### src/nes_bus_pkg.sv
// ##############################
// NES CPU bus types, memory map
// addresses and bus structs
// ##############################
package nes_bus_pkg;

	typedef logic [15:0] addr_t;   // CPU address
	typedef logic [7:0]  data_t;   // One bus byte
	typedef logic [4:0]  pad_t;    // Joypad serial bits D0..D4

	// Memory map
	localparam addr_t ADDR_OAM_DATA = 16'h2004;   // PPU sprite data port
	localparam addr_t ADDR_OAM_DMA  = 16'h4014;   // Sprite DMA page trigger
	localparam addr_t ADDR_JOY1     = 16'h4016;   // Strobe on write, pad 1 on read
	localparam addr_t ADDR_JOY2     = 16'h4017;   // Pad 2 on read
	localparam logic [10:0] APU_PAGE = 11'h200;   // addr[15:5] of $4000..$401F

	// What the CPU puts on the bus each cycle
	typedef struct packed {
		addr_t addr;
		logic  rnw;    // 1 = read
		data_t dout;   // Write data
	} cpu_bus_t;

	// Request to the external memory
	typedef struct packed {
		addr_t addr;
		logic  read;
		logic  write;
		data_t wdata;
	} mem_req_t;

endpackage

### src/nes_timing_pkg.sv
// ##############################
// CPU clock divider constant and
// DMA state encodings
// ##############################
package nes_timing_pkg;

	localparam logic [3:0] CPU_DIV = 4'd12;   // Master clocks per CPU cycle, NTSC

	// Bit 0 set means the CPU is held
	typedef enum logic [1:0] {
		SPR_IDLE = 2'b00,
		SPR_WAIT = 2'b01,   // Halted, waiting for a GET to align
		SPR_RUN  = 2'b11    // Read/write pairs in progress
	} spr_state_t;

	typedef enum logic {
		DMC_IDLE = 1'b0,
		DMC_RUN  = 1'b1     // One GET cycle being stolen
	} dmc_state_t;

endpackage

### src/nes_clock_gen.sv
// ##############################
// Master clock divider, CPU clock
// enable and GET/PUT parity
// ##############################
module nes_clock_gen
	import nes_timing_pkg::*;
(
	input  logic clk,
	input  logic reset,
	output logic cpu_ce,
	output logic get_ce,
	output logic put_ce,
	output logic put_cycle
);

	logic [3:0] div_cnt;   // Runs 1..CPU_DIV

	assign cpu_ce = (div_cnt == CPU_DIV);

	always_ff @(posedge clk) begin
		if (reset) begin
			div_cnt   <= 4'd1;
			put_cycle <= 1'b1;   // Odd after reset
		end else begin
			div_cnt <= cpu_ce ? 4'd1 : div_cnt + 4'd1;
			if (cpu_ce)
				put_cycle <= !put_cycle;   // Parity flips every CPU cycle
		end
	end

	// Enable at the end of a GET or a PUT cycle
	assign get_ce = cpu_ce && !put_cycle;
	assign put_ce = cpu_ce && put_cycle;

endmodule

### src/sprite_dma.sv
// ##############################
// Sprite DMA, copies one page to
// the PPU sprite port at $2004
// ##############################
module sprite_dma
	import nes_bus_pkg::*;
	import nes_timing_pkg::*;
(
	input  logic     clk,
	input  logic     reset,
	input  logic     cpu_ce,
	input  logic     get_ce,
	input  logic     put_ce,
	input  logic     put_cycle,
	input  logic     dmc_busy,
	input  cpu_bus_t cpu_bus,
	input  data_t    bus_rdata,
	output logic     spr_wait,
	output logic     spr_run,
	output addr_t    spr_addr,
	output data_t    spr_data
);

	spr_state_t state;
	data_t      page;      // Source page from the $4014 write
	logic [8:0] index;     // Bit 8 is the end of page carry
	logic       fetched;   // A byte is latched and waits for its PUT
	logic       trigger;

	assign trigger = !cpu_bus.rnw && (cpu_bus.addr == ADDR_OAM_DMA);

	always_ff @(posedge clk) begin
		if (reset) begin
			state   <= SPR_IDLE;
			index   <= '0;
			fetched <= 1'b0;
		end else if (cpu_ce) begin
			case (state)
				SPR_WAIT: if (get_ce && cpu_bus.rnw) state <= SPR_RUN;
				SPR_RUN: begin
					// A stolen GET neither advances nor latches
					if (get_ce && !dmc_busy) begin
						index   <= index + 9'd1;
						fetched <= 1'b1;
					end
					if (put_ce) begin
						fetched <= 1'b0;
						if (index[8])
							state <= SPR_IDLE;   // Byte $FF just written
						else if (dmc_busy)
							state <= SPR_WAIT;   // Realign after the DMC steal
					end
				end
				default: state <= SPR_IDLE;
			endcase
			if (trigger) begin
				state   <= SPR_WAIT;
				index   <= '0;
				fetched <= 1'b0;
			end
		end
	end

	always_ff @(posedge clk) begin
		if (cpu_ce && trigger)
			page <= cpu_bus.dout;
		if (get_ce && spr_run)
			spr_data <= bus_rdata;   // Held for the following write
	end

	// Own the bus on our own GETs and on PUTs that have a byte to write
	assign spr_run  = (state == SPR_RUN) && !dmc_busy && (!put_cycle || fetched);
	assign spr_wait = (state == SPR_WAIT) || ((state == SPR_RUN) && !spr_run);
	assign spr_addr = put_cycle ? ADDR_OAM_DATA : {page, index[7:0]};

endmodule

### src/dmc_dma.sv
// ##############################
// DMC sample DMA, steals a single
// GET cycle per request
// ##############################
module dmc_dma
	import nes_bus_pkg::*;
	import nes_timing_pkg::*;
(
	input  logic  clk,
	input  logic  reset,
	input  logic  get_ce,
	input  logic  put_ce,
	input  logic  put_cycle,
	input  logic  cpu_read,
	input  logic  dmc_req,
	input  data_t bus_rdata,
	output logic  dmc_busy,
	output logic  dmc_ack,
	output data_t dmc_data
);

	dmc_state_t state;
	data_t      sample;   // Byte fetched by the last ack

	always_ff @(posedge clk) begin
		if (reset)
			state <= DMC_IDLE;
		else if (state == DMC_IDLE && put_ce && dmc_req && cpu_read)
			state <= DMC_RUN;   // Only start on a CPU read cycle
		else if (state == DMC_RUN && put_ce)
			state <= DMC_IDLE;
	end

	always_ff @(posedge clk)
		if (get_ce && dmc_ack) sample <= bus_rdata;

	assign dmc_busy = (state == DMC_RUN);
	// Requester may drop its request before the GET comes round
	assign dmc_ack  = dmc_busy && !put_cycle && dmc_req;
	assign dmc_data = dmc_ack ? bus_rdata : sample;

endmodule

### src/joypad_port.sv
// ##############################
// Joypad port, strobe latch,
// clock pulses and read data
// ##############################
module joypad_port
	import nes_bus_pkg::*;
(
	input  logic       clk,
	input  logic       reset,
	input  logic       put_ce,
	input  cpu_bus_t   cpu_bus,
	input  logic       dma_active,
	input  data_t      open_bus,
	input  pad_t       joypad1_data,
	input  pad_t       joypad2_data,
	output logic [2:0] joypad_out,
	output logic [1:0] joypad_clock,
	output logic       joy_sel,
	output data_t      joy_rdata
);

	logic [2:0] strobe;   // Last value written to $4016
	logic       joy1_rd;
	logic       joy2_rd;
	logic       joy_wr;

	// CPU accesses only, DMA cycles never reach the pads
	assign joy1_rd = cpu_bus.rnw && (cpu_bus.addr == ADDR_JOY1) && !dma_active;
	assign joy2_rd = cpu_bus.rnw && (cpu_bus.addr == ADDR_JOY2) && !dma_active;
	assign joy_wr  = !cpu_bus.rnw && (cpu_bus.addr == ADDR_JOY1) && !dma_active;

	always_ff @(posedge clk) begin
		if (reset) begin
			strobe     <= '0;
			joypad_out <= '0;
		end else begin
			if (joy_wr) strobe <= cpu_bus.dout[2:0];
			if (put_ce) joypad_out <= strobe;   // OUT pins follow on PUT
		end
	end

	assign joypad_clock = {joy2_rd, joy1_rd};
	assign joy_sel      = joy1_rd || joy2_rd;
	// Upper bits are undriven and show the open bus
	assign joy_rdata    = {open_bus[7:5], joy2_rd ? joypad2_data : joypad1_data};

endmodule

### src/bus_arbiter.sv
// ##############################
// Bus arbiter, memory request,
// CPU read data and open bus
// ##############################
module bus_arbiter
	import nes_bus_pkg::*;
(
	input  logic     clk,
	input  logic     reset,
	input  logic     cpu_ce,
	input  logic     put_cycle,
	input  logic     spr_wait,
	input  logic     spr_run,
	input  logic     dmc_busy,
	input  logic     dmc_ack,
	input  logic     dmc_req,
	input  logic     joy_sel,
	input  cpu_bus_t cpu_bus,
	input  addr_t    spr_addr,
	input  data_t    spr_data,
	input  data_t    joy_rdata,
	input  data_t    mem_rdata,
	output mem_req_t mem_req,
	output data_t    bus_rdata,
	output data_t    cpu_din,
	output data_t    open_bus,
	output logic     pause_cpu
);

	logic  rd_int;    // Read before the APU window mask
	logic  wr_int;    // Write before the APU window mask
	logic  apu_win;
	data_t rd_data;

	assign pause_cpu = spr_wait || spr_run || dmc_req || dmc_busy;

	always_comb begin
		rd_int        = 1'b0;
		wr_int        = 1'b0;
		mem_req.addr  = cpu_bus.addr;
		mem_req.wdata = cpu_bus.dout;
		if (dmc_ack) begin
			mem_req.addr = spr_addr;   // Carries the DMC address here
			rd_int       = 1'b1;
		end else if (spr_run) begin
			mem_req.addr  = spr_addr;
			mem_req.wdata = spr_data;
			rd_int        = !put_cycle;
			wr_int        = put_cycle;
		end else if (!pause_cpu || !cpu_bus.rnw) begin
			// A halted CPU only holds reads, writes go through
			rd_int = cpu_bus.rnw;
			wr_int = !cpu_bus.rnw;
		end
		// APU registers live inside the 2A03 and never reach memory
		apu_win       = (mem_req.addr[15:5] == APU_PAGE);
		mem_req.read  = rd_int && !apu_win;
		mem_req.write = wr_int && !apu_win;
	end

	// Joypad first, then memory, else whatever the bus last held
	assign rd_data   = joy_sel ? joy_rdata : (mem_req.read ? mem_rdata : open_bus);
	assign cpu_din   = rd_data;
	assign bus_rdata = wr_int ? mem_req.wdata : rd_data;   // Byte on the bus

	always_ff @(posedge clk) begin
		if (reset)
			open_bus <= '0;
		else if (cpu_ce)
			open_bus <= bus_rdata;
	end

endmodule

### src/nes_bus_top.sv
// ##############################
// CPU side bus fabric of the NES
// ##############################
module nes_bus_top
	import nes_bus_pkg::*;
(
	input  logic       clk,
	input  logic       reset,
	input  logic       dmc_req,
	input  cpu_bus_t   cpu_bus,
	input  addr_t      dmc_addr,
	input  data_t      mem_rdata,
	input  pad_t       joypad1_data,
	input  pad_t       joypad2_data,
	output mem_req_t   mem_req,
	output data_t      cpu_din,
	output data_t      dmc_data,
	output logic       cpu_ce,
	output logic       put_cycle,
	output logic       pause_cpu,
	output logic       dmc_ack,
	output logic [2:0] joypad_out,
	output logic [1:0] joypad_clock
);

	logic  get_ce;
	logic  put_ce;
	logic  spr_wait;
	logic  spr_run;
	logic  dmc_busy;
	logic  joy_sel;
	addr_t spr_addr;
	addr_t dma_addr;    // Address of whichever DMA owns the bus
	data_t spr_data;
	data_t bus_rdata;
	data_t open_bus;
	data_t joy_rdata;

	assign dma_addr = dmc_ack ? dmc_addr : spr_addr;   // DMC wins its GET

	nes_clock_gen clock_gen0 (.*);

	sprite_dma sprite_dma0 (.*);

	dmc_dma dmc_dma0 (.cpu_read(cpu_bus.rnw), .*);

	joypad_port joypad0 (.dma_active(pause_cpu), .*);

	bus_arbiter arbiter0 (.spr_addr(dma_addr), .*);

endmodule

### config.mk
export PLATFORM = sky130hd
export DESIGN_NAME = nes_bus_top
export DESIGN_NICKNAME = d
export VERILOG_FILES = /design/src/nes_bus_pkg.sv /design/src/nes_timing_pkg.sv /design/src/nes_clock_gen.sv /design/src/sprite_dma.sv /design/src/dmc_dma.sv /design/src/joypad_port.sv /design/src/bus_arbiter.sv /design/src/nes_bus_top.sv
export SDC_FILE = /design/constraint.sdc
export NUM_CORES = 1
export LEC_CHECK = 0
export BUFFER_PORTS_ARGS = -buffer_cell sky130_fd_sc_hd__buf_2
export CELL_PAD_IN_SITES_DETAIL_PLACEMENT = 0
export CELL_PAD_IN_SITES_GLOBAL_PLACEMENT = 2
export CORE_MARGIN = 2
export CORE_UTILIZATION = 29
export DETAILED_ROUTE_END_ITERATION = 6
export GPL_ROUTABILITY_DRIVEN = 0
export HOLD_SLACK_MARGIN = 0.05
export PLACE_DENSITY = 0.85
export SETUP_SLACK_MARGIN = 0.02
export SLEW_MARGIN = 10
export SYNTH_ARGS = -nofsm -noshare
export SYNTH_HDL_FRONTEND = slang
export SYNTH_SLANG_ARGS = --single-unit
export TNS_END_PERCENT = 20
### constraint.sdc
create_clock -name clk -period 3.3 [get_ports clk]
set_input_delay 0.165 -clock clk [delete_from_list [all_inputs] [get_ports clk]]
set_output_delay 0.165 -clock clk [all_outputs]
set_load 0.005 [all_outputs]
Word level (Yosys, flattened, before mapping)
Cells that the tools add are included.
{"block": "totals", "elab_cells": 103, "inputBits": 62, "latch_bits": 0, "register_bits": 56, "rom_bits": 0, "memories": 0, "mem_bits_rw": 0}
{"block": "classes", "n_div": 0, "n_reduce_logical": 46, "magnitude_cmp": 0, "eq_ne": 10, "shift": 0, "multipliers": 0, "bitwise_logic": 1, "n_addsub": 2, "muxes": 32}
{"op": "2-to-1 mux 16 bit", "count": 4}
{"op": "equality test 16 x 15 -> 1 bit, second input constant", "count": 3}
{"op": "2-to-1 mux 8 bit", "count": 6}
{"op": "2-to-1 mux 9 bit", "count": 3}
{"op": "logical AND 1 bit", "count": 25}
{"op": "2-to-1 mux 1 bit", "count": 12}
{"op": "equality test 11 x 10 -> 1 bit, second input constant", "count": 1}
{"op": "2-to-1 mux 2 bit", "count": 5}
{"op": "adder 9 x 1 -> 9 bit, second input constant", "count": 1}
{"op": "logical OR 1 bit", "count": 7}
{"op": "logical NOT 1 bit", "count": 6}
{"op": "!= test 3 x 1 -> 1 bit, second input constant", "count": 2}
{"op": "AND reduction 3 bit", "count": 2}
{"op": "nonzero test 2 bit", "count": 3}
{"op": "2-to-1 mux 5 bit", "count": 1}
{"op": "adder 4 x 1 -> 4 bit, second input constant", "count": 1}
{"op": "equality test 4 bit, second input constant", "count": 1}
{"op": "!= test 4 x 1 -> 1 bit, second input constant", "count": 1}
{"op": "one-hot mux 2 bit (2 select lines)", "count": 1}
{"op": "AND reduction 4 bit", "count": 1}
{"op": "nonzero test 3 bit", "count": 1}
{"op": "equality test 2 x 1 -> 1 bit, second input constant", "count": 1}
{"op": "equality test 2 bit, second input constant", "count": 1}
{"op": "OR reduction 2 bit", "count": 1}
{"op": "NOT 1 bit", "count": 1}

Depth between registers and ports, before layout
{"block": "depth", "depth_word": 19, "depth_mapped": 12, "depth_no_buf": 9}

Hierarchy
From an unflattened synthesis, not the netlist that was laid out.
{"block": "hier_totals", "cells_unflattened": 366, "hier_area_um2": 3849.9}
{"mod": "sprite_dma", "area_per_inst_um2": 1271.2, "cells_per_inst": 119, "instances": 1}
{"mod": "bus_arbiter", "area_per_inst_um2": 1214.9, "cells_per_inst": 134, "instances": 1}
{"mod": "joypad_port", "area_per_inst_um2": 460.4, "cells_per_inst": 45, "instances": 1}
{"mod": "dmc_dma", "area_per_inst_um2": 430.4, "cells_per_inst": 25, "instances": 1}
{"mod": "nes_bus_top", "area_per_inst_um2": 249.0, "cells_per_inst": 18, "instances": 1}
{"mod": "nes_clock_gen", "area_per_inst_um2": 224.0, "cells_per_inst": 25, "instances": 1}

Worst setup path before layout
No wires, ideal clock.
{"block": "synth_path", "path_kind": "reg-to-reg", "start": "register clock_gen0.put_cycle", "end": "register dmc_dma0.sample[0] (data pin)", "arrival_time_ps": 2076, "stages_incl_launch_ff": 11, "synth_period_minus_slack_ps": 2346, "path_slack_ps": 954, "cell_sequence": "dfxtp_1 -> buf_4 -> nor4bb_1 -> buf_2 -> a21oi_1 -> a21oi_1 -> nor4_2 -> nand4_2 -> buf_2 -> o311ai_2 -> o21ai_1"}
{"element": "start: declaration", "line_no": "nes_clock_gen.sv:13", "rtl": "output logic put_cycle"}
{"element": "start signal: assignment", "line_no": "nes_clock_gen.sv:27", "rtl": "put_cycle <= !put_cycle;"}
{"element": "end signal: assignment", "line_no": "dmc_dma.sv:35", "rtl": "if (get_ce && dmc_ack) sample <= bus_rdata;"}
{"element": "end: declaration", "line_no": "dmc_dma.sv:23", "rtl": "data_t sample;"}

Worst setup path in the final report
{"block": "layout_path", "start": "register sprite_dma0.state[1]", "end": "output dmc_data[3]"}
{"block": "layout_via", "elab_chain_cells": 19}
{"element": "start: declaration", "line_no": "sprite_dma.sv:24", "rtl": "spr_state_t state;"}
{"element": "start signal: assignment", "line_no": "sprite_dma.sv:34", "rtl": "state <= SPR_IDLE;"}
{"element": "start signal: assignment", "line_no": "sprite_dma.sv:39", "rtl": "SPR_WAIT: if (get_ce && cpu_bus.rnw) state <= SPR_RUN;"}
{"element": "start signal: assignment", "line_no": "sprite_dma.sv:49", "rtl": "state <= SPR_IDLE;"}
{"element": "equality test 2 bit", "line_no": "sprite_dma.sv:72, sprite_dma.sv:73"}
{"element": "logical AND 1 bit (2 in series)", "line_no": "sprite_dma.sv:72", "rtl": "assign spr_run = (state == SPR_RUN) && !dmc_busy && (!put_cycle || fetched);"}
{"element": "logical NOT 1 bit", "line_no": "sprite_dma.sv:73", "rtl": "assign spr_wait = (state == SPR_WAIT) || ((state == SPR_RUN) && !spr_run);"}
{"element": "logical AND 1 bit", "line_no": "sprite_dma.sv:73"}
{"element": "logical OR 1 bit", "line_no": "sprite_dma.sv:73"}
{"element": "logical OR 1 bit (3 in series)", "line_no": "bus_arbiter.sv:35", "rtl": "assign pause_cpu = spr_wait || spr_run || dmc_req || dmc_busy;"}
{"element": "logical NOT 1 bit", "line_no": "joypad_port.sv:28, joypad_port.sv:29, bus_arbiter.sv:50"}
{"element": "logical OR 1 bit", "line_no": "bus_arbiter.sv:50", "rtl": "end else if (!pause_cpu || !cpu_bus.rnw) begin"}
{"element": "2-to-1 mux 1 bit", "line_no": "bus_arbiter.sv:50"}
{"element": "2-to-1 mux 1 bit", "line_no": "bus_arbiter.sv:45", "rtl": "end else if (spr_run) begin"}
{"element": "2-to-1 mux 1 bit", "line_no": "bus_arbiter.sv:42", "rtl": "if (dmc_ack) begin"}
{"element": "logical AND 1 bit", "line_no": "bus_arbiter.sv:57", "rtl": "mem_req.read = rd_int && !apu_win;"}
{"element": "2-to-1 mux 8 bit (2 in series)", "line_no": "bus_arbiter.sv:62", "rtl": "assign rd_data = joy_sel ? joy_rdata : (mem_req.read ? mem_rdata : open_bus);"}
{"element": "2-to-1 mux 8 bit (*)", "line_no": "bus_arbiter.sv:64", "rtl": "assign bus_rdata = wr_int ? mem_req.wdata : rd_data;"}
{"element": "2-to-1 mux 8 bit (*)", "line_no": "dmc_dma.sv:40", "rtl": "assign dmc_data = dmc_ack ? bus_rdata : sample;"}
{"element": "end: declaration", "line_no": "nes_bus_top.sv:17", "rtl": "output data_t dmc_data,"}
Mark *: on every way between the ends. The rest lies on a longest branch, timed or not.

==> impl_metrics.toml <==
[timing]
fin_crit_sh = 0.927
skew_ns = 0.00961
slew_viol_final = 0
slew_headroom = 0.449
fmax_ghz = 0.327
finalSetupViolCount = 0
period_needed_ns = 3.06
rsz0062_at_grt = "no"
worst_slew_pin_slew_ns = 0.824
finalHoldViolations = 0
timing.hold.ws_ns = 0.0674

[detailed_routing]
drc = 0
drt-met1-wl_um = 5250
met2_wirelength_um = 5350
totalWireLength_um = 11600
drt-pass1-iter-count = 5
vias = 3502
vias_per_cell = 5.27
top_layer = "met4"
wl_met3_um = 750
first_iter_violations = 289
antenna_left = 0
wl_per_cell_um = 17.5

[floorplan]
die_y_um = 112
ios = 113
die_x_um = 112
num_rows = 39
dieArea_um2 = 12600
start_util = 0.297
core-area_um2 = 11400

[setup_path]
setup.worst_path.start = "sprite_dma0.state[1]$_SDFFE_PP0P_"
crit_arrival_ns = 2.89
r2r-end = "sprite_dma0.spr_data[2]$_DFFE_PP_"
worstPathRequired_ns = 3.13
cp_max_fo = 15
critical_path_class = "flip-flop to output pin"
regToRegStartpoint = "sprite_dma0.state[1]$_SDFFE_PP0P_"
reg2reg_slack_ns = 0.55
cp-endpoint = "dmc_data[3]"
r2r_cells = 8
end_kind = "output pin"
cp-start-kind = "flip-flop"

[power_and_ir_drop]
powerDensity_nw_per_um2 = 338
finalPower_mw = 1.48
p_leak_nw = 1.96
ir_drop_v = 0.000182

[synth]
netlist_area_um2 = 3390
ys_top_cells_by_area = "edfxtp_1 21%, dfxtp_1 19%, nand2_1 7.2%"
synth_nets = 477
yosysSeqAreaShare = 0.402
yosysMostFrequentCell = "nand2_1"
ys_types = 52
ys_seq_elements = 56
synth_flop_cell = "dfxtp_1"
synth_top_area_frac = 0.213
syn_inst = 412
synth-edff-count = 24
postSynth.asyncResetShare = 0
synthTopCellsByCount = "65 x nand2_1, 39 x nor2_1, 34 x a21oi_1"
avgSynthCellArea_um2 = 8.22
synth_top_area_cell = "edfxtp_1"
yosysWarningCount = 0

[clock_network]
htreeDepth = 2
clock_path_buffers = 2
root_buffer = "clkbuf_16"
clock-sinks = 56
cts_made_buffers = 5
clkLatencyLatePin_ns = 0.30
cts_tree = "yes"
cts_hold_buf = 0
clkSlewWorstSetupHoldPaths_ns = 0.08

[grt]
antenna_found_initial = 0
grt_overflow = 0
grt_max_degree = 34
grt_pass1_vias = 3369
grt_usage = 0.179
grt_pass1_wl_um = 18000

[placement]
place_hpwl_um = 9070
place_area_um2 = 4130
port_buffers = 112

[final_layout]
stdcell_area_um2 = 4370
antenna_cells = 0
nNetsFinal = 586
area_growth_pct = 29.1
final_layout_size_suffix_gt1_frac = 0.316

[status]
status = "finished clean"

[worst_hold_path]
hold_class = "primary input to flip-flop"

[flow_run]
maxCapViolCount = 0
worst max-delay path, cell delays in order, from the launching register on:
cell and delay [ns]:
dfxtp_1 0.51, nand2_4 0.16, nor3_4 0.32, o21ai_1 0.15, nor4_2 0.44, nand4_4 0.16
buf_12 0.19, o311ai_2 0.32, o21ai_0 0.18, buf_2 0.16
report_power, final:
group          switching (mW)  leakage (nW)  internal, mW
clock                   0.270        0.0767         0.293
combinational           0.101          1.41        0.0811
sequential            0.00406         0.476         0.727
state kept, by name, summed over array words and instances (netlist names):
register and flops:
arbiter0.open_bus 8, clock_gen0.div_cnt 4, clock_gen0.put_cycle 1, dmc_dma0.dmc_busy 1, dmc_dma0.sample 8, joypad0.joypad_out 3
joypad0.strobe 3, sprite_dma0.fetched 1, sprite_dma0.index 9, sprite_dma0.page 8, sprite_dma0.spr_data 8, sprite_dma0.state 2
cell type report:
type                            instances  area, µm²
Fill cell                            1225       7040
Multi-Input combinational cell        313       1910
Sequential cell                        56       1360
Timing Repair Buffer                  130        708
Tap cell                              143        179
Clock buffer                            5        125
Inverter                               15       56.3
Clock inverter                          3       28.8
cells by family after synthesis:
family / count (synthesis) / share of synthesized area
buffers and inverters: 43 / 0.0539
AOI/OAI and AO/OA: 113 / 0.207
and+or+nand+nor: 178 / 0.270
xor gates and xnor gates: 4 / 0.0103
DFF: 56 / 0.402
muxes: 15 / 0.0454
adders and majority gates: 3 / 0.0111
how the worst min path moves through the flow:
stage / from / end / slack (ns) / cells after the start
after floorplan: cpu_bus[0] / sprite_dma0.page[0]$_DFFE_PP_ / 0.26 / 0
after global placement: cpu_bus[4] / sprite_dma0.page[4]$_DFFE_PP_ / 0.38 / 1
after detailed placement: cpu_bus[4] / sprite_dma0.page[4]$_DFFE_PP_ / 0.38 / 1
after CTS: cpu_bus[6] / sprite_dma0.page[6]$_DFFE_PP_ / 0.06 / 1
after global routing: cpu_bus[4] / sprite_dma0.page[4]$_DFFE_PP_ / 0.07 / 1
final: cpu_bus[3] / sprite_dma0.page[3]$_DFFE_PP_ / 0.07 / 1
timing repair:
item	4_1_cts	5_1_grt
hold endpoints to repair	0	0
buffers inserted	0	1
pin swaps	0	1
gates resized for setup	1	10
setup endpoints to repair	8	22
cell usage in the layout (no fill, tap or decap), drive strengths merged, types with 4 or more instances in the layout:
cell type,count
a31oi,9
o31ai,4
nand3b,6
a21o,6
buf,130
mux2i,12
a22oi,7
nor4,6
dfxtp,32
nand2,66
o22ai,5
clkbuf,5
nor2,39
o311ai,5
nor3b,9
nor3,17
o21ai,35
edfxtp,24
a21oi,34
nand4,5
and3,4
inv,18
nand3,8
metal layers:
layer,up-vias,global-route usage
met4,0,0.0545
met2,131,0.286
met5,-,0
met1,1636,0.253
met3,18,0.0254
li1,1717,-
metrics by stage:
step           setup slack, ns  instances  setup TNS [ns]  utilization
4_1_cts                -0.0625        664          -0.225        0.376
5_1_grt                 0.0685        665               0        0.383
2_1_floorplan            0.954        412               0            -
6_report                 0.241        665               0        0.383
3_3_place_gp             0.237        656               0        0.362
3_5_place_dp             0.224        656               0        0.362
No activity file was read; power rests on OpenSTA's default activity.
